**src/hdl/fe_pkg.sv**
```systemverilog
// Front end package
// Widths, command and queue encodings, and the stage records shared by
// the fetch front end and its testbench

package fe_pkg;

  localparam int vaddr_width_gp = 32;
  localparam int instr_width_gp = 32;

  // Wide enough for up to 16 banks
  localparam int bank_id_width_gp = 4;

  typedef enum logic [1:0]
  {
    e_op_state_reset = 2'd0,
    e_op_pc_redirect = 2'd1,
    e_op_imem_write  = 2'd2,
    e_op_wait        = 2'd3
  } fe_opcode_e;

  typedef struct packed
  {
    fe_opcode_e                opcode;
    logic [vaddr_width_gp-1:0] vaddr;
    logic [instr_width_gp-1:0] data;
  } fe_cmd_s;

  typedef enum logic
  {
    e_fe_fetch     = 1'b0,
    e_fe_exception = 1'b1
  } fe_msg_type_e;

  typedef enum logic
  {
    e_instr_misaligned   = 1'b0,
    e_instr_access_fault = 1'b1
  } fe_exc_code_e;

  typedef struct packed
  {
    fe_msg_type_e              msg_type;
    logic [vaddr_width_gp-1:0] pc;
    logic [instr_width_gp-1:0] instr;
    fe_exc_code_e              exc_code;
  } fe_queue_s;

  typedef struct packed
  {
    logic                        valid;
    logic [vaddr_width_gp-1:0]   pc;
    logic [bank_id_width_gp-1:0] bank;
    logic                        misaligned;
    logic                        access_fault;
  } fe_if2_s;

  typedef struct packed
  {
    logic                      fail;
    logic [vaddr_width_gp-1:0] pc;
  } fe_fetch_status_s;

endpackage

```
**src/hdl/fe_queue_out.sv**
```systemverilog
// Fetch queue output stage
// Picks the IF2 bank word, formats the queue message and reports fetch
// failures back to the controller

`timescale 1ns/100ps

module fe_queue_out
  import fe_pkg::*;
#(
  parameter int num_banks_p = 4
)
(
  input  fe_if2_s                                    if2_i,
  input  logic [num_banks_p-1:0][instr_width_gp-1:0] bank_data_i,
  input  logic                                       flush_i,
  input  logic                                       fe_queue_ready_i,

  output fe_queue_s                                  fe_queue_o,
  output logic                                       fe_queue_v_o,
  output fe_fetch_status_s                           fetch_status_o
);

  logic [instr_width_gp-1:0] instr;
  logic exception_v;

  assign instr       = bank_data_i[if2_i.bank];
  assign exception_v = if2_i.misaligned | if2_i.access_fault;

  always_comb
  begin
    fe_queue_o    = '0;
    fe_queue_o.pc = if2_i.pc;
    if (exception_v)
    begin
      fe_queue_o.msg_type = e_fe_exception;
      // Misaligned wins when both flags are set
      fe_queue_o.exc_code = if2_i.misaligned ? e_instr_misaligned
                                             : e_instr_access_fault;
    end
    else
    begin
      fe_queue_o.msg_type = e_fe_fetch;
      fe_queue_o.instr    = instr;
    end
  end

  // Valid only while the queue can take the message
  assign fe_queue_v_o = if2_i.valid & fe_queue_ready_i & ~flush_i;

  // An IF2 item that is not delivered is replayed from its pc
  assign fetch_status_o.fail = if2_i.valid & ~fe_queue_v_o;
  assign fetch_status_o.pc   = if2_i.pc;

endmodule

```
**config.mk**
```make
export PLATFORM = sky130hd
export DESIGN_NAME = fe_queue_out
export DESIGN_NICKNAME = d
export VERILOG_FILES = /design/src/hdl/fe_pkg.sv /design/src/hdl/fe_queue_out.sv
export SDC_FILE = /design/constraint.sdc
export NUM_CORES = 1
export LEC_CHECK = 0
export ABC_CLOCK_PERIOD_IN_PS = 1000
export BUFFER_PORTS_ARGS = -buffer_cell sky130_fd_sc_hd__buf_4
export CELL_PAD_IN_SITES_DETAIL_PLACEMENT = 1
export CELL_PAD_IN_SITES_GLOBAL_PLACEMENT = 2
export CORE_MARGIN = 4
export CORE_UTILIZATION = 11
export DETAILED_ROUTE_END_ITERATION = 12
export PLACE_DENSITY = 0.82
export REMOVE_ABC_BUFFERS = 1
export SLEW_MARGIN = 20
export SYNTH_ARGS = -nofsm -noshare
export SYNTH_HDL_FRONTEND = slang
export SYNTH_SLANG_ARGS = --single-unit
```
**constraint.sdc**
```tcl
create_clock -name vclk -period 1
set_input_delay 0 -clock vclk [all_inputs]
set_output_delay 0 -clock vclk [all_outputs]
set_load 0.02 [all_outputs]
```
==> metrics <==
switching fraction of total power approximately 39%; die height about 120 microns; Worst Slack Setup Final -0.0755 ns; Syn Inst Count ~180; worst hold slack 0.0000489 ns; global-route wire length before repair approximately 13 mm; CP arrival 1.08 ns; RSZ-0062 raised after global routing true; failing checks negative setup slack; commonest non-fill, non-tap cell in the layout buf_4; largest family of logic cells by synthesized area multiplexers; Die Area 0.0154 sq mm; XOR/XNOR share of the synthesized area 0%; Worst IR Drop VDD about 0.12 mV; slew margin rel. 82.1%; Die Width 124 microns; Initial DRC Count 14; combinational share of power 100.0%; Reg power frac 0%; register area share after synthesis 0%; minimum clock period 1.08 ns; crit end category output pin; number of clock buffers in the layout 0; outcome finished, violations left; Synth top area share 43.1%; Synthesis Warnings 0; Slew Limit Fails 0; Pwr Total 1.13 mW; area leader, netlist mux2i_1; drt total wl 9.06 mm; Final Cell Area 0.00274 sq mm; DPL Wire Length a little under 8 mm; Routed Antenna Nets 0; Initial Util 11.2%; total gr overflow 0; Synth Area per Inst 8.12 sq um; largest cells by area after synthesis mux2i_1 43%, buf_4 33%, o22ai_1 13%, buf_2 3.0%, buf_8 3.0%; wire per inst 19.6 microns; post-synthesis compound-gate area fraction 14.0%; number of global-route vias before repair 2062; vias post-DR 1778; share of layout cells above drive strength 1 71.4%; Pint between 0.6 and 0.7 mW; Tcrit/Tclk final 108%; Setup Buffers After CTS 0; Area growth, synth to finish 84.2%; I/O pin count 269; Antenna Diode Count 0; Via density 3.84; Max-Cap Viols 0; initial antenna violation count 0; Setup Crit Path Kind primary input to output pin; maximum fanout along the worst path 21; Worst Hold End fe_queue_o[46]; Data required, critical path 1.00 ns; routability cong. between 0.7 and 0.8; Hold Startpoint if2_i[19]; Synth Cell Area between 0.001 and 0.0015 sq mm; Initial DRT Pass Iterations 3; most frequent cells in the layout 159 x buf_4, 64 x mux2i_1, 21 x buf_6; clock share of power 0%; port bufs 171; Synth cell types 14; DR DRC count 0; final hold vios 0; post-synthesis simple-gate area fraction under 10%; FF+latch count 0; CP startpoint kind primary input; Sw Pwr 0.447 mW; Final Setup Violations 32; mux cell area share after synthesis 43.1%; setup TNS -1.62 ns; max frequency 930 MHz; GRT Total Usage between 10% and 20%; worst-margin pin slew 0.261 ns; row count 42; Power Density 413 mW/mm^2; adder and majority gate portion of the synthesized area 0%; Hold Path Class primary input to output pin; Seq. cell area 0 sq um; Placed Instance Area ~0.0025 sq mm; Hold Path Depth 0; Lkg Pwr 1.42 nW; Final #Nets 458; largest net degree at the start of global routing 24; core area 0.0132 sq mm
-- synth_stat cells --
| cell | n |
|---|---|
| buf_2 | 9 |
| buf_4 | 66 |
| buf_6 | 1 |
| or2_2 | 1 |
| clkbuf_1 | 1 |
| buf_8 | 3 |
| mux2i_1 | 64 |
| and3_1 | 1 |
| o22ai_1 | 32 |
| or3_1 | 1 |
| a21boi_0 | 1 |
| inv_1 | 1 |
| or3b_1 | 1 |
| nor2b_1 | 1 |
-- metal layers --
layer	share of wire, %	global-route usage [%]
met5	0.49	3.27
met4	0.41	0.322
met3	17	8.42
met2	46	16.3
met1	37	11.8
-- worst max-delay path by stage --
stage	startpoint	endpoint
finish	if2_i[0]	fe_queue_o[2]
global route	if2_i[0]	fe_queue_o[10]
CTS	if2_i[0]	fe_queue_o[10]
detailed placement	if2_i[0]	fe_queue_o[25]
global placement	if2_i[0]	fe_queue_o[17]
floorplan	if2_i[0]	fe_queue_o[10]
-- cell families (layout without fill, tap and decap cells) --
group	after synthesis	count (layout)
buf+inv	81	185
mux	64	64
compound gates	33	33
simple gates	5	5
-- stage by stage --
step                      utilization (%)  instances  worst slack (ns)
after floorplan                         -        103            -0.178
after global placement               19.2        463           -0.0983
after detailed placement             19.2        463            -0.145
after CTS                            19.9        463           -0.0756
after global routing                 20.7        463            -0.112
final                                20.7        463           -0.0755
-- worst max-delay path, stage by stage --
cell	delay, ns
buf_4	0.12
or3b_4	0.42
buf_12	0.18
o22ai_2	0.20
buf_6	0.15
-- power by group through the flow --
stage / clock network, mW / logic (mW) / registers (mW)
detailed placement: 0 / 1.05 / 0
CTS: 0 / 1.10 / 0
finish: 0 / 1.13 / 0
global placement: 0 / 1.03 / 0
global route: 0 / 1.21 / 0
floorplan: 0 / 0.349 / 0
-- what timing repair did --
action                                  4_1_cts  5_1_grt
endpoints found under the setup margin       32       32
hold buffers                                  0        0
gates cloned                                  0        0
gates resized for setup                      21       20
-- final cells by class --
class / instances / area (sq um)
fill: 1581 / 10500
inverter: 1 / 3.75
multi-input combinational: 102 / 1000
tap: 176 / 220
timing repair buffer: 184 / 1510
(Power assumes the default switching activity.)
