<file path="config.mk">
export PLATFORM = sky130hd
export DESIGN_NAME = fe_imem_bank
export DESIGN_NICKNAME = d
export VERILOG_FILES = /design/src/hdl/fe_pkg.sv /design/src/hdl/fe_imem_bank.sv
export SDC_FILE = /design/constraint.sdc
export NUM_CORES = 2
export LEC_CHECK = 0
export BUFFER_PORTS_ARGS = -buffer_cell sky130_fd_sc_hd__buf_2
export CORE_UTILIZATION = 40
export CTS_CLUSTER_DIAMETER = 200
export DETAILED_ROUTE_END_ITERATION = 10
export PLACE_DENSITY = 0.63
export SLEW_MARGIN = 20
export SYNTH_ARGS = -nofsm -noshare
export SYNTH_HDL_FRONTEND = slang
export SYNTH_SLANG_ARGS = --single-unit
export TNS_END_PERCENT = 30
</file>
<file path="constraint.sdc">
create_clock -name clk_i -period 8.9 [get_ports clk_i]
set_input_delay 0.89 -clock clk_i [delete_from_list [all_inputs] [get_ports clk_i]]
set_output_delay 0.89 -clock clk_i [all_outputs]
set_load 0.005 [all_outputs]
</file>
<file path="src/hdl/fe_pkg.sv">
// Front end package
// Widths, command and queue encodings, and the stage records shared by
// the fetch front end and its testbench

package fe_pkg;

  localparam int vaddr_width_gp = 32;
  localparam int instr_width_gp = 32;

  // Wide enough for up to 16 banks
  localparam int bank_id_width_gp = 4;

  typedef enum logic [1:0]
  {
    e_op_state_reset = 2'd0,
    e_op_pc_redirect = 2'd1,
    e_op_imem_write  = 2'd2,
    e_op_wait        = 2'd3
  } fe_opcode_e;

  typedef struct packed
  {
    fe_opcode_e                opcode;
    logic [vaddr_width_gp-1:0] vaddr;
    logic [instr_width_gp-1:0] data;
  } fe_cmd_s;

  typedef enum logic
  {
    e_fe_fetch     = 1'b0,
    e_fe_exception = 1'b1
  } fe_msg_type_e;

  typedef enum logic
  {
    e_instr_misaligned   = 1'b0,
    e_instr_access_fault = 1'b1
  } fe_exc_code_e;

  typedef struct packed
  {
    fe_msg_type_e              msg_type;
    logic [vaddr_width_gp-1:0] pc;
    logic [instr_width_gp-1:0] instr;
    fe_exc_code_e              exc_code;
  } fe_queue_s;

  typedef struct packed
  {
    logic                        valid;
    logic [vaddr_width_gp-1:0]   pc;
    logic [bank_id_width_gp-1:0] bank;
    logic                        misaligned;
    logic                        access_fault;
  } fe_if2_s;

  typedef struct packed
  {
    logic                      fail;
    logic [vaddr_width_gp-1:0] pc;
  } fe_fetch_status_s;

endpackage

</file>
<file path="src/hdl/fe_imem_bank.sv">
// Instruction memory bank
// One word-wide bank with a registered read port and a write port

`timescale 1ns/100ps

module fe_imem_bank
  import fe_pkg::*;
#(
  parameter int bank_words_p = 64,
  localparam int idx_bits_lp = $clog2(bank_words_p)
)
(
  input  logic                      clk_i,
  input  logic                      re_i,
  input  logic                      we_i,
  input  logic [idx_bits_lp-1:0]    idx_i,
  input  logic [instr_width_gp-1:0] w_data_i,
  output logic [instr_width_gp-1:0] r_data_o
);

  logic [instr_width_gp-1:0] mem [bank_words_p];

  always_ff @(posedge clk_i)
  begin
    if (we_i)
      mem[idx_i] <= w_data_i;
    // Read word holds until the next enabled read
    if (re_i)
      r_data_o <= mem[idx_i];
  end

endmodule

</file>
==> out/results.ini <==
[worst_hold_path]
min_from = w_data_i[1]
hold_depth = 1
min_to = mem[27][1]
hold_path_class = in -> reg

[detailed_routing]
num_vias = 43200
viasPerCell = 6.03
avgRoutedWirePerCell_um = 30.8
drt_wl_total_um = 221000
dr.max_layer_used = met5
route.met3.wl_um = 19900
met2_wirelength_um = 104000
m1WireLength_um = 88900
drt_iter0_drc = 5724
firstDrtPassIters = 6
route.detailed.drc = 0
ant_nets = 0

[pwr]
p_leak_nw = 28.3
finalPower_mw = 19.8
power_density_nw_per_um2 = 221
vdd_drop_max_mv = 0.218

[cells_and_area]
final_common_cell = edfxtp_1
final_layout_size_suffix_gt1_share_pct = 18.1
fill_cells = 16800
nets = 4405
layout_common_cells = 2080 x edfxtp_1, 259 x mux2i_1, 197 x clkbuf_16
area_growth_pct = 12.8
fin_util_pct = 45.4
fin_area_sq_um = 89400

[timing]
final.setup.tns_ns = 0
skew_ns = 0.0315
fin_crit_sh_pct = 47.3
drv_slew = 0
fmax_ghz = 0.238
worst_pin_slew_ns = 1.14
hold_viol_final = 0
rsz0062_at_grt = false
final-setup-viol-count = 0
max-slew-margin-rel_pct = 24.0
min_period_ns = 4.21

[yosys]
ys_seq_area_share_pct = 78.8
synthArstFlopShare_pct = 0
syn_inst = 4239
ys_seq_elements = 2080
synth_top_area_cell = edfxtp_1
yosysWarnings = 0
synth_nets = 4280
synth_edf_count = 2080
synth.avg_cell_area_sq_um = 18.7
syn_area_sq_um = 79200
ys.flop_type = edfxtp_1
synth_top_area_share_pct = 78.8
synth_top_cells_by_area = edfxtp_1 79%, mux2i_1 3.3%, mux4_2 2.7%
ys_types = 55

[placement]
place_congestion = 0.829
dpl.hpwl_um = 121000
detailed_place.area_sq_um = 83500
port_buffers = 72

[floorplanning]
die_area_sq_um = 200000
die_w_um = 447
die_h_um = 447
num_rows = 163
boundaryPins = 73
core_area_sq_um = 197000
initial_core_util_pct = 40.2

[setup_path]
critical_path_class = in -> reg
cp.required_ns = 9.48
cp.arrival_ns = 4.78
critical_path_buf_inv_count = 3
cp-startpoint = idx_i[0]
startpoint_type = input port
slowest_delay_ns = 0.64
worstRegToRegCells = 5
end_kind = register
cp_max_fo = 64
r2r-end = r_data_o[7]
path_cells = buf_8 > buf_4 > nand2b_2 > buf_4 > o22a_1 > a21oi_1 > or4b_1 > or4_1
critPathMostFrequentCell = buf_4
cpLargestDelayFamily = simple AND/OR/NAND/NOR gates
r2r_slack_ns = 6.18
slowest_stage = or4b_1
r2r_start = mem[21][7]

[clocking]
cts_tree = done
cts-root-buf = clkbuf_16
ctsResizeCount = 0
path_clk_slew_ns = 0.06
cts_setup_buffers = 0
htree_num_levels = 4
ctsLongestPathBuffers = 3
cts-hold-fix-buffers = 0
cts.sinks = 2080
clkLatencyLatePin_ns = 0.84
numCtsBuffers = 193

[grt]
first_global_vias = 41600
grt_max_degree = 111
grt_overflow = 0
antenna_found_initial = 10
grt_usage_pct = 21.8
grt_pass1_wl_um = 311000

[outcome]
outcome = finished clean

[flow_run]
cap_violations = 0

==> state kept, by name, summed over array words and instances, names as in the netlist <==
register / count
r_data_o: 32
mem: 2048
==> synth_stat cells (18+ instances only) <==
cell / count
buf_1: 33
nand2_1: 28
nand2b_1: 18
o21ai_0: 84
mux2_2: 147
clkbuf_1: 168
and3_1: 85
a22oi_1: 188
nand3_1: 54
a31oi_1: 43
a22o_1: 66
buf_2: 83
mux4_2: 96
o22a_1: 70
o22ai_1: 93
mux2i_1: 259
a21oi_1: 121
edfxtp_1: 2080
a221oi_1: 175
nor2_1: 145
nor3_1: 22
==> logic make-up (layout without fill, tap and decap cells) <==
kind of cell	Yosys count	after routing	share of synthesized area, %
flip-flops	2080	2080	78.8
buffers and inverters	300	588	1.68
other	0	4	0
multiplexers	502	502	8.09
AO/OA/AOI/OAI	933	933	8.63
AND/OR/NAND/NOR	424	424	2.79
==> worst max path at each step <==
stage / depth (start not counted) / endpoint
floorplan: 8 / mem[15][0]
global placement: 9 / r_data_o[6]
detailed placement: 8 / r_data_o[27]
CTS: 8 / r_data_o[27]
global route: 8 / r_data_o[29]
finish: 8 / r_data_o[27]
==> per-layer routing <==
layer  track usage (%)  vias up
met5                 0        -
met4              7.44        8
met3              3.33      355
met2              34.7     2292
met1              30.6    22600
li1                  -    17900
==> final cells by class <==
type                            count  area (sq um)  share of cell area, %
Antenna cell                        4          10.0                 0.0112
Clock buffer                      239          5090                   5.69
Clock inverter                    119           812                  0.908
Inverter                            2          15.0                 0.0168
Multi-Input combinational cell   1859         16100                   18.0
Sequential cell                  2080         62500                   69.9
Tap cell                         2640          3300                   3.70
Timing Repair Buffer              228          1620                   1.82
==> worst reg2reg max path, cell delays in order (launching register included) <==
cell      delay, ns
edfxtp_1       0.36
mux4_2         0.47
mux2i_1        0.32
nor2_1         0.13
or4b_1         0.61
or4_1          0.56
==> power by group <==
group	leakage, nW	switching, mW	internal [mW]
clock network	2.91	3.59	4.28
registers	18.7	0.0436	10.9
logic	6.66	0.708	0.305
==> per-stage QoR <==
step | setup slack [ns] | hold slack [ns] | cells
after global placement | 3.36 | 0.669 | 6808
final | 4.69 | 0.602 | 7171
after floorplan | 4.77 | 0.640 | 4239
after CTS | 4.82 | 0.695 | 7167
after global routing | 4.68 | 0.598 | 7167
after detailed placement | 3.89 | 0.679 | 6809
(Power assumes the default switching activity.)
