**config.mk**
```make
export PLATFORM = sky130hd
export DESIGN_NAME = fe_bank_req
export DESIGN_NICKNAME = d
export VERILOG_FILES = /design/src/hdl/fe_pkg.sv /design/src/hdl/fe_bank_req.sv
export SDC_FILE = /design/constraint.sdc
export NUM_CORES = 1
export LEC_CHECK = 0
export ABC_AREA = 0
export BUFFER_PORTS_ARGS = -buffer_cell sky130_fd_sc_hd__buf_2
export CAP_MARGIN = 5
export CORE_MARGIN = 5
export CORE_UTILIZATION = 40
export DETAILED_ROUTE_END_ITERATION = 6
export PLACE_DENSITY = 0.87
export SETUP_SLACK_MARGIN = 0.15
export SYNTH_ARGS = -nofsm -noshare
export SYNTH_HDL_FRONTEND = slang
export SYNTH_SLANG_ARGS = --single-unit
```
**constraint.sdc**
```tcl
create_clock -name clk_i -period 2.5 [get_ports clk_i]
set_input_delay 0.25 -clock clk_i [delete_from_list [all_inputs] [get_ports clk_i]]
set_output_delay 0.25 -clock clk_i [all_outputs]
set_load 0.05 [all_outputs]
```
**src/hdl/fe_pkg.sv**
```systemverilog
// Front end package
// Widths, command and queue encodings, and the stage records shared by
// the fetch front end and its testbench

package fe_pkg;

  localparam int vaddr_width_gp = 32;
  localparam int instr_width_gp = 32;

  // Wide enough for up to 16 banks
  localparam int bank_id_width_gp = 4;

  typedef enum logic [1:0]
  {
    e_op_state_reset = 2'd0,
    e_op_pc_redirect = 2'd1,
    e_op_imem_write  = 2'd2,
    e_op_wait        = 2'd3
  } fe_opcode_e;

  typedef struct packed
  {
    fe_opcode_e                opcode;
    logic [vaddr_width_gp-1:0] vaddr;
    logic [instr_width_gp-1:0] data;
  } fe_cmd_s;

  typedef enum logic
  {
    e_fe_fetch     = 1'b0,
    e_fe_exception = 1'b1
  } fe_msg_type_e;

  typedef enum logic
  {
    e_instr_misaligned   = 1'b0,
    e_instr_access_fault = 1'b1
  } fe_exc_code_e;

  typedef struct packed
  {
    fe_msg_type_e              msg_type;
    logic [vaddr_width_gp-1:0] pc;
    logic [instr_width_gp-1:0] instr;
    fe_exc_code_e              exc_code;
  } fe_queue_s;

  typedef struct packed
  {
    logic                        valid;
    logic [vaddr_width_gp-1:0]   pc;
    logic [bank_id_width_gp-1:0] bank;
    logic                        misaligned;
    logic                        access_fault;
  } fe_if2_s;

  typedef struct packed
  {
    logic                      fail;
    logic [vaddr_width_gp-1:0] pc;
  } fe_fetch_status_s;

endpackage

```
**src/hdl/fe_bank_req.sv**
```systemverilog
// Bank request decoder
// Splits fetch and write addresses into bank and index, flags faults,
// and holds the IF2 stage

`timescale 1ns/100ps

module fe_bank_req
  import fe_pkg::*;
#(
  parameter int num_banks_p  = 4,
  parameter int bank_words_p = 64,
  localparam int bank_bits_lp = $clog2(num_banks_p),
  localparam int idx_bits_lp  = $clog2(bank_words_p)
)
(
  input  logic                      clk_i,
  input  logic                      reset_i,

  input  logic                      fetch_v_i,
  input  logic [vaddr_width_gp-1:0] fetch_pc_i,
  input  logic                      flush_i,

  input  logic                      mem_w_v_i,
  input  logic [vaddr_width_gp-1:0] mem_w_addr_i,

  output logic [num_banks_p-1:0]    bank_re_o,
  output logic [num_banks_p-1:0]    bank_we_o,
  output logic [idx_bits_lp-1:0]    bank_idx_o,
  output fe_if2_s                   if2_o
);

  localparam logic [vaddr_width_gp-1:0] mem_bytes_lp =
    vaddr_width_gp'(num_banks_p * bank_words_p * 4);

  // Low word bits pick the bank, the bits above pick the word
  wire [bank_bits_lp-1:0] f_bank = fetch_pc_i[2 +: bank_bits_lp];
  wire [idx_bits_lp-1:0]  f_idx  = fetch_pc_i[2 + bank_bits_lp +: idx_bits_lp];
  wire [bank_bits_lp-1:0] w_bank = mem_w_addr_i[2 +: bank_bits_lp];
  wire [idx_bits_lp-1:0]  w_idx  = mem_w_addr_i[2 + bank_bits_lp +: idx_bits_lp];

  wire f_misaligned = |fetch_pc_i[1:0];
  wire f_fault      = (fetch_pc_i >= mem_bytes_lp);
  wire f_ok         = fetch_v_i & ~f_misaligned & ~f_fault;

  // Writes only arrive on a command cycle
  wire w_sel = flush_i & mem_w_v_i;
  wire w_ok  = w_sel & (mem_w_addr_i < mem_bytes_lp);

  assign bank_idx_o = w_sel ? w_idx : f_idx;

  always_comb
  begin
    for (int i = 0; i < num_banks_p; i++)
    begin
      bank_re_o[i] = f_ok & (f_bank == bank_bits_lp'(i));
      bank_we_o[i] = w_ok & (w_bank == bank_bits_lp'(i));
    end
  end

  logic if2_v_r;
  logic [vaddr_width_gp-1:0]   if2_pc_r;
  logic [bank_id_width_gp-1:0] if2_bank_r;
  logic if2_misaligned_r, if2_fault_r;

  always_ff @(posedge clk_i)
  begin
    if (reset_i)
      if2_v_r <= 1'b0;
    else
      if2_v_r <= fetch_v_i;
  end

  always_ff @(posedge clk_i)
  begin
    if (fetch_v_i)
    begin
      if2_pc_r         <= fetch_pc_i;
      if2_bank_r       <= bank_id_width_gp'(f_bank);
      if2_misaligned_r <= f_misaligned;
      if2_fault_r      <= f_fault;
    end
  end

  assign if2_o = '{valid: if2_v_r, pc: if2_pc_r, bank: if2_bank_r,
                   misaligned: if2_misaligned_r, access_fault: if2_fault_r};

endmodule

```
==> out/metrics.cfg <==
[worst_setup_path]
cp-start-kind=input port
cpMaxStageDelayCell=or4_1
cp_cell_sequence=buf_2 > or4_1 > or4_4 > nor4b_2 > buf_2
path_class=input port to output port
path_buf_inv=2
crit_required_ns=2.25
path_common_cell=buf_2
max_stage_delay_ns=0.52
critPathArrivalTime_ns=1.87
cp-end-kind=output port
crit_family=simple AND/OR/NAND/NOR gates
path_max_fanout=4

[clock_tree]
clkSinkCount=35
htreeDepth=2
post_cts_buffers=0
cts_resized=0
ctsHoldBuffers=0
numCtsBuffers=5
cts_tree=built
clock_path_buffers=2
cts_root_buffer=clkbuf_4
clk_pin_slew_ns=0.09

[run]
cap_violations=0

[power]
vdd_drop_max_v=0.000282
leakagePower_nw=0.916
netSwitchingFraction=0.332
power_per_cell_area_nw_per_um2=642
power_frac_comb=0.262
seqPwrFrac=0.537
p_clk_frac=0.201
power_switching_uw=434
intPower_uw=874

[layout]
num-nets-final=270
area_growth_pct=49.3
n_antenna_cell=0
utilization=0.616
drive_gt1_frac=0.652
final_cell_mix=buf_2 (117), edfxtp_1 (34), nor4_1 (11), mux2_1 (5), clkbuf_4 (5)
final_cells=247
final_common_cell=buf_2

[sta]
fin_ws_ns=0.382
hold_violations=0
period_needed_ns=2.12
post-route-period-util=0.847
rsz0062_at_grt=false
fin_tns_setup_ns=0
fmax_mhz=472
drv_slew=0
setup_violations=0
fin_hold_ws_ns=0.0714

[grt]
grt_first_pass_wirelength_um=4990
overflow=0
antenna_found_initial=0
grt_max_degree=36
grt_pass1_vias=1217
grt_use_total=0.151

[floorplan]
die_width_um=68.4
die_y_um=68.4
io_pins=122
fp-row-count=21
initial_utilization=0.412
core_area_um2=3310
die_area_um2=4680

[hold_path]
hold_class=input port to flip-flop

[drt]
wl_per_cell_um=14.4
ant_nets=0
drc=0
drt-total-wl_um=3550
vias=1186
drt_iter0_markers=73
drtPass1Iterations=4
vias_per_cell=4.80

[synthesis]
syn-instance-count=82
avgSynthCellArea_um2=16.6
synth.top_cells.by_area=edfxtp_1 (75%), nor4_1 (6.9%), mux2_1 (4.1%)
synth_top_area_frac=0.748
synth_area_um2=1370
synth_warnings=0
ys_ff_latch=35
ys_types=19
yosys.area.top_type=edfxtp_1
yosysSeqAreaShare=0.763

[placed_design]
dp_hpwl_um=3030
io_buffer_count=117
dp_cells=240
gp_congestion=0.782
post-place-ws_ns=0.366

[outcome]
status=complete, no violations

## power groups by stage
stage / clock network [mW] / registers (mW) / logic (mW)
3_5_place_dp: 0 / 0.716 / 0.346
2_1_floorplan: 0 / 0.868 / 0.0815
3_3_place_gp: 0 / 0.715 / 0.341
4_1_cts: 0.276 / 0.703 / 0.346
6_report: 0.263 / 0.702 / 0.343
5_1_grt: 0.307 / 0.706 / 0.360
## cells by family (layout without fill, tap and decap cells)
kind of cell	count (synthesis)	in the layout	share of synthesized area
buffers and inverters	10	128	0.0467
DFF	35	35	0.763
muxes	6	6	0.0495
other	1	2	0.00275
and+or+nand+nor	30	30	0.138
## worst paths after layout
check | startpoint | endpoint | slack (ns) | cells after the start
min | reset_i | if2_v_r | 0.07 | 2
max | mem_w_addr_i[24] | bank_we_o[2] | 0.38 | 5
## flip-flops by register name, indices dropped and copies added (netlist names)
name and count:
if2_pc_r 32, if2_v_r 1, if2_fault_r 1, if2_misaligned_r 1
## cells in the mapped netlist
cell and instances:
dfxtp_1 1, or4_1 1, inv_1 3, buf_4 7, nand3_1 1, nor2_1 2, nor3_1 1, nor2b_1 1
nand2_1 3, nor4_1 15, conb_1 1, edfxtp_1 34, mux2_2 1, or2_1 1, or4_4 1, mux2_1 5
nor4b_2 1, nand4_1 2, nand3b_1 1
## area by class of cell
type,count,area [µm²]
multi-input combinational,38,289
timing repair buffer,118,593
tap,46,57.6
clock buffer,5,37.5
sequential,35,1040
fill,279,1270
clock inverter,2,8.76
inverter,3,11.3
## per-layer routing
layer | wire length [µm] | vias to the layer above | track usage | share of wire
li1 | - | 560 | - | -
met3 | 614 | 7 | 0.0706 | 0.17
met2 | 1760 | 97 | 0.265 | 0.49
met5 | 0 | - | 0 | 0
met1 | 1110 | 522 | 0.141 | 0.31
met4 | 65 | 0 | 0.0893 | 0.018
## through the flow
stage / total power [mW] / cell area, µm²
floorplan: 0.949 / 1390
global placement: 1.06 / 1990
detailed placement: 1.06 / 1990
CTS: 1.33 / 2040
global route: 1.37 / 2040
finish: 1.31 / 2040
Power figures use the tool's default switching activity.
