## src/hdl/fe_pkg.sv

```systemverilog
// Front end package
// Widths, command and queue encodings, and the stage records shared by
// the fetch front end and its testbench

package fe_pkg;

  localparam int vaddr_width_gp = 32;
  localparam int instr_width_gp = 32;

  // Wide enough for up to 16 banks
  localparam int bank_id_width_gp = 4;

  typedef enum logic [1:0]
  {
    e_op_state_reset = 2'd0,
    e_op_pc_redirect = 2'd1,
    e_op_imem_write  = 2'd2,
    e_op_wait        = 2'd3
  } fe_opcode_e;

  typedef struct packed
  {
    fe_opcode_e                opcode;
    logic [vaddr_width_gp-1:0] vaddr;
    logic [instr_width_gp-1:0] data;
  } fe_cmd_s;

  typedef enum logic
  {
    e_fe_fetch     = 1'b0,
    e_fe_exception = 1'b1
  } fe_msg_type_e;

  typedef enum logic
  {
    e_instr_misaligned   = 1'b0,
    e_instr_access_fault = 1'b1
  } fe_exc_code_e;

  typedef struct packed
  {
    fe_msg_type_e              msg_type;
    logic [vaddr_width_gp-1:0] pc;
    logic [instr_width_gp-1:0] instr;
    fe_exc_code_e              exc_code;
  } fe_queue_s;

  typedef struct packed
  {
    logic                        valid;
    logic [vaddr_width_gp-1:0]   pc;
    logic [bank_id_width_gp-1:0] bank;
    logic                        misaligned;
    logic                        access_fault;
  } fe_if2_s;

  typedef struct packed
  {
    logic                      fail;
    logic [vaddr_width_gp-1:0] pc;
  } fe_fetch_status_s;

endpackage

```

## src/hdl/fe_ctrl.sv

```systemverilog
// Front end controller
// Decodes commands, runs the wait/run/stall FSM and generates fetch PCs

`timescale 1ns/100ps

module fe_ctrl
  import fe_pkg::*;
(
  input  logic                      clk_i,
  input  logic                      reset_i,

  input  fe_cmd_s                   fe_cmd_i,
  input  logic                      fe_cmd_v_i,
  output logic                      fe_cmd_yumi_o,

  input  fe_fetch_status_s          fetch_status_i,
  input  logic                      fe_queue_ready_i,

  output logic                      flush_o,
  output logic                      fetch_v_o,
  output logic [vaddr_width_gp-1:0] fetch_pc_o,

  output logic                      mem_w_v_o,
  output logic [vaddr_width_gp-1:0] mem_w_addr_o,
  output logic [instr_width_gp-1:0] mem_w_data_o
);

  typedef enum logic [1:0]
  {
    e_wait  = 2'd0,
    e_run   = 2'd1,
    e_stall = 2'd2
  } fe_state_e;

  fe_state_e state_r, state_n;

  // Holds the next sequential pc while running, the resume pc otherwise
  logic [vaddr_width_gp-1:0] pc_r, pc_n;

  logic cmd_v;
  logic state_reset_v;
  logic redirect_v;
  logic imem_write_v;
  logic wait_v;

  // Every command is taken in the cycle it is offered
  assign cmd_v         = fe_cmd_v_i & ~reset_i;
  assign fe_cmd_yumi_o = cmd_v;
  assign flush_o       = cmd_v;

  assign state_reset_v = cmd_v & (fe_cmd_i.opcode == e_op_state_reset);
  assign redirect_v    = cmd_v & (fe_cmd_i.opcode == e_op_pc_redirect);
  assign imem_write_v  = cmd_v & (fe_cmd_i.opcode == e_op_imem_write);
  assign wait_v        = cmd_v & (fe_cmd_i.opcode == e_op_wait);

  assign mem_w_v_o    = imem_write_v;
  assign mem_w_addr_o = fe_cmd_i.vaddr;
  assign mem_w_data_o = fe_cmd_i.data;

  // A redirect fetches its own vaddr in the command cycle
  assign fetch_v_o  = (state_n == e_run);
  assign fetch_pc_o = redirect_v ? fe_cmd_i.vaddr : pc_r;

  always_comb
  begin
    state_n = state_r;
    if (redirect_v)
    begin
      state_n = e_run;
    end
    else if (state_reset_v)
    begin
      state_n = e_stall;
    end
    else if (imem_write_v | wait_v)
    begin
      state_n = e_wait;
    end
    else if (fetch_status_i.fail)
    begin
      state_n = e_stall;
    end
    else
    begin
      case (state_r)
        e_wait:  state_n = e_wait;
        e_run:   state_n = e_run;
        e_stall: state_n = fe_queue_ready_i ? e_run : e_stall;
        default: state_n = e_wait;
      endcase
    end
  end

  always_comb
  begin
    pc_n = pc_r;
    if (fetch_v_o)
    begin
      pc_n = fetch_pc_o + vaddr_width_gp'(4);
    end
    else if (state_reset_v)
    begin
      pc_n = fe_cmd_i.vaddr;
    end
    // Replay starts from the item that missed the queue
    else if (!cmd_v && fetch_status_i.fail)
    begin
      pc_n = fetch_status_i.pc;
    end
  end

  always_ff @(posedge clk_i)
  begin
    if (reset_i)
    begin
      state_r <= e_wait;
      pc_r    <= '0;
    end
    else
    begin
      state_r <= state_n;
      pc_r    <= pc_n;
    end
  end

endmodule

```

## config.mk

```make
export PLATFORM = sky130hd
export DESIGN_NAME = fe_ctrl
export DESIGN_NICKNAME = d
export VERILOG_FILES = /design/src/hdl/fe_pkg.sv /design/src/hdl/fe_ctrl.sv
export SDC_FILE = /design/constraint.sdc
export NUM_CORES = 1
export LEC_CHECK = 0
export BUFFER_PORTS_ARGS = -buffer_cell sky130_fd_sc_hd__buf_2
export CELL_PAD_IN_SITES_DETAIL_PLACEMENT = 1
export CELL_PAD_IN_SITES_GLOBAL_PLACEMENT = 2
export CORE_ASPECT_RATIO = 0.9
export CORE_UTILIZATION = 23
export CTS_CLUSTER_SIZE = 24
export DETAILED_ROUTE_END_ITERATION = 10
export PLACE_DENSITY = 0.86
export SLEW_MARGIN = 20
export SYNTH_ARGS = -nofsm -noshare
export SYNTH_HDL_FRONTEND = slang
export SYNTH_SLANG_ARGS = --single-unit
```

## constraint.sdc

```tcl
create_clock -name clk_i -period 5.66 [get_ports clk_i]
set_input_delay 1.698 -clock clk_i [delete_from_list [all_inputs] [get_ports clk_i]]
set_output_delay 1.698 -clock clk_i [all_outputs]
set_load 0.02 [all_outputs]
```

==> key figures <==
Run status
  • Status: finished, final reports clean

Route
  • Number of DRC markers in iteration 0: 279
  • DRC viols: 0
  • Via density per instance: 5.66
  • Final antenna-violating net count: 0
  • DR pass1 iterations: 7
  • Final Routed Wirelength: 16500 um
  • Routed length per placed instance: 21.7 um
  • Via count: 4294

Placement
  • Placed cell count: 751
  • Post-DP Area: 4160 sq um
  • Post-DP HPWL: 12100 um
  • Gp weighted congestion: 0.837
  • Port Buffers: 138

Logic synthesis
  • Syn_nets: 589
  • Netlist Area Pre-Place: 3640 sq um
  • Synth warn: 0
  • #FFs+latches synth: 34
  • Count of different cell masters after synthesis: 73
  • Synth Area per Inst: 7.53 sq um
  • Post-Synthesis Cells: 483
  • Fraction of registers with async set/reset: 0%
  • Synth area leaders: dfxtp_1 19%, buf_4 13%, nand2_1 5.7%, mux2_2 4.6%, mux2i_1 3.3%
  • Dominant cell type by area after synthesis: dfxtp_1
  • Primary FF master, synth: dfxtp_1
  • Share of the synthesized area in the top cell type: 18.7%
  • Register area share after synthesis: 18.7%
  • Number of enable flip-flop cells after synthesis: 0

Clock network
  • CTS sink cnt: 34
  • H-tree lvl count: 2
  • CTS Hold Bufs: 0
  • CTS Root Cell: clkbuf_16
  • Num CTS Buffers: 5
  • Maximum clock path buffer count: 2
  • Reg clk slew, reported paths: 0.06 ns
  • Post-CTS setup buffer count: 0
  • CTS tree: built
  • Clk_lat worst skew: 0.29 ns
  • Resize count post-CTS: 0

Critical path
  • FF-to-FF Start: state_r[0]
  • Startpoint Class: input port
  • Worst Path Required: 3.96 ns
  • Critical Path AT: 3.34 ns
  • Crit path from: fe_cmd_i[64]
  • Crit-path max FO: 48
  • Critical path endpoint category: output port
  • Setup CP Type: in -> out

Cells and area
  • Area of the multi-input gates: 2300 sq um
  • Layout cells sized above 1: 34.8%
  • Sequential cell area: 681 sq um
  • Final nets: 662
  • # fillers: 1896
  • Finished Cell Area: 4310 sq um
  • Ant diodes: 0
  • Final non-filler cell total: 759
  • Area grow syn2layout: 18.6%

Pwr
  • Leakage: 1.77 nW
  • Pwr/cell area: 198 nW/um^2
  • Total power: 0.853 mW
  • Worst vdd ir: 126 uV

GRT
  • Initial antenna violation count: 0
  • Pin count of the biggest net entering global routing: 49
  • First-pass GRT wire length: 25100 um
  • Vias in the first global route: 4375
  • GRT overflow: 0
  • Gr usage total: 20.0%

STA
  • Fin. Hold Viols: 0
  • Max Fclk: 198 MHz
  • Unrepaired setup endpoints after global routing: no
  • Slew headroom: 26.1%
  • Worst Clk Skew: 0.00756 ns
  • Period utilisation layout: 89.1%
  • Worst slew pin tran: 1.11 ns
  • WHS: 0.461 ns
  • Minimum clock period: 5.04 ns
  • Final setup vio count: 0
  • Setup TNS: 0 ns
  • Final Slew Violations: 0

Floorplanning
  • Starting Density: 23.5%
  • Vert. Die Dim: 121 um
  • Rows: 43
  • Horiz. Die Dim: 135 um
  • Core Area: 15400 sq um
  • IO Count: 203
  • Die ar.: 16300 sq um

Hold path
  • Hold Startpoint: pc_r[0]
  • Hold Path Class: reg -> reg

Job
  • Max-Cap Viols: 0
## cell families (layout without fill, tap and decap cells)
| family | Yosys count | in the layout | share of synthesized area [%] |
|---|---|---|---|
| xor gates and xnor gates | 5 | 5 | 1.20 |
| DFF | 34 | 34 | 18.7 |
| adders and majority gates | 3 | 3 | 1.03 |
| muxes | 27 | 27 | 7.95 |
| AOI/OAI and AO/OA | 134 | 134 | 28.6 |
| and+or+nand+nor | 168 | 168 | 23.7 |
| buffers and inverters | 112 | 186 | 18.7 |
## power breakdown
part / switching (mW) / leakage, nW / internal [mW] / total (mW)
clock: 0.116 / 0.0729 / 0.175 / 0.291
combinational: 0.183 / 1.42 / 0.102 / 0.285
sequential: 0.0183 / 0.281 / 0.259 / 0.278
## metal layers
metal	up-vias	global-route usage [%]	share of wire [%]
met5	-	0	0
met4	0	7.72	2.6
met3	39	2.92	6.5
met2	200	33.4	47
met1	2108	26.0	44
li1	1947	-	-
## cell usage in the layout (no fill, tap or decap), types with 4 or more instances in the layout
master,synthesis,routed
a2111oi_0,4,4
nor2_1,24,24
clkbuf_16,0,5
a31oi_1,5,5
inv_1,17,17
and3_1,4,4
or4_1,12,12
o21a_1,5,5
nand4_1,11,11
dfxtp_1,34,34
nor3_1,17,17
mux2i_1,12,12
o2111ai_1,5,5
xnor2_1,4,4
o31ai_1,4,4
a21oi_1,17,17
a22oi_1,4,4
nor4_1,6,6
o221ai_1,6,6
nand2_1,55,55
o21ai_0,9,9
o22ai_1,11,11
nand3_1,19,19
buf_4,65,20
o211ai_1,16,16
a222oi_1,11,11
buf_2,7,138
mux2_2,15,15
## worst paths after layout
check	endpoint	slack, ns	cells past startpoint
worst max register to register	pc_r[2]	2.71	7
worst min-delay path	pc_r[0]	0.46	2
worst min register to register	pc_r[0]	0.46	2
worst max-delay path	fetch_pc_o[13]	0.62	6
## registers in the layout (all words and copies together), names as in the netlist
signal / cells
state_r: 2
pc_r: 32
## cell usage after synthesis, types with 6 or more instances
cell / instances
dfxtp_1: 34
or4_1: 12
mux2i_1: 12
o211ai_1: 16
a222oi_1: 11
nor4_1: 6
nand4_1: 11
a21oi_1: 17
nor2_1: 24
mux2_2: 15
nor3_1: 17
buf_2: 7
nand2_1: 55
clkbuf_1: 18
o221ai_1: 6
o21ai_0: 9
nand3_1: 19
inv_1: 17
o22ai_1: 11
buf_4: 65
## critical path, stage by stage
cell      delay (ns)
buf_2           0.16
nor4bb_4        0.36
buf_12          0.29
mux2i_1         0.44
clkinv_1        0.16
buf_2           0.19
## layout make-up
type                    count  area share (%)
multi-input cells         337            53.2
repair buffers            159            20.0
flip-flops and latches     34            15.8
well taps                 202            5.86
clock buffers               6            3.22
inverters                  19            1.65
clock inverters             2           0.290
## stage by stage
step,utilization [%],setup slack [ns]
2_1_floorplan,-,0.525
3_3_place_gp,27.0,0.729
3_5_place_dp,27.0,0.635
4_1_cts,27.9,0.633
5_1_grt,27.9,0.553
6_report,27.9,0.620
No activity file was read; power rests on OpenSTA's default activity.
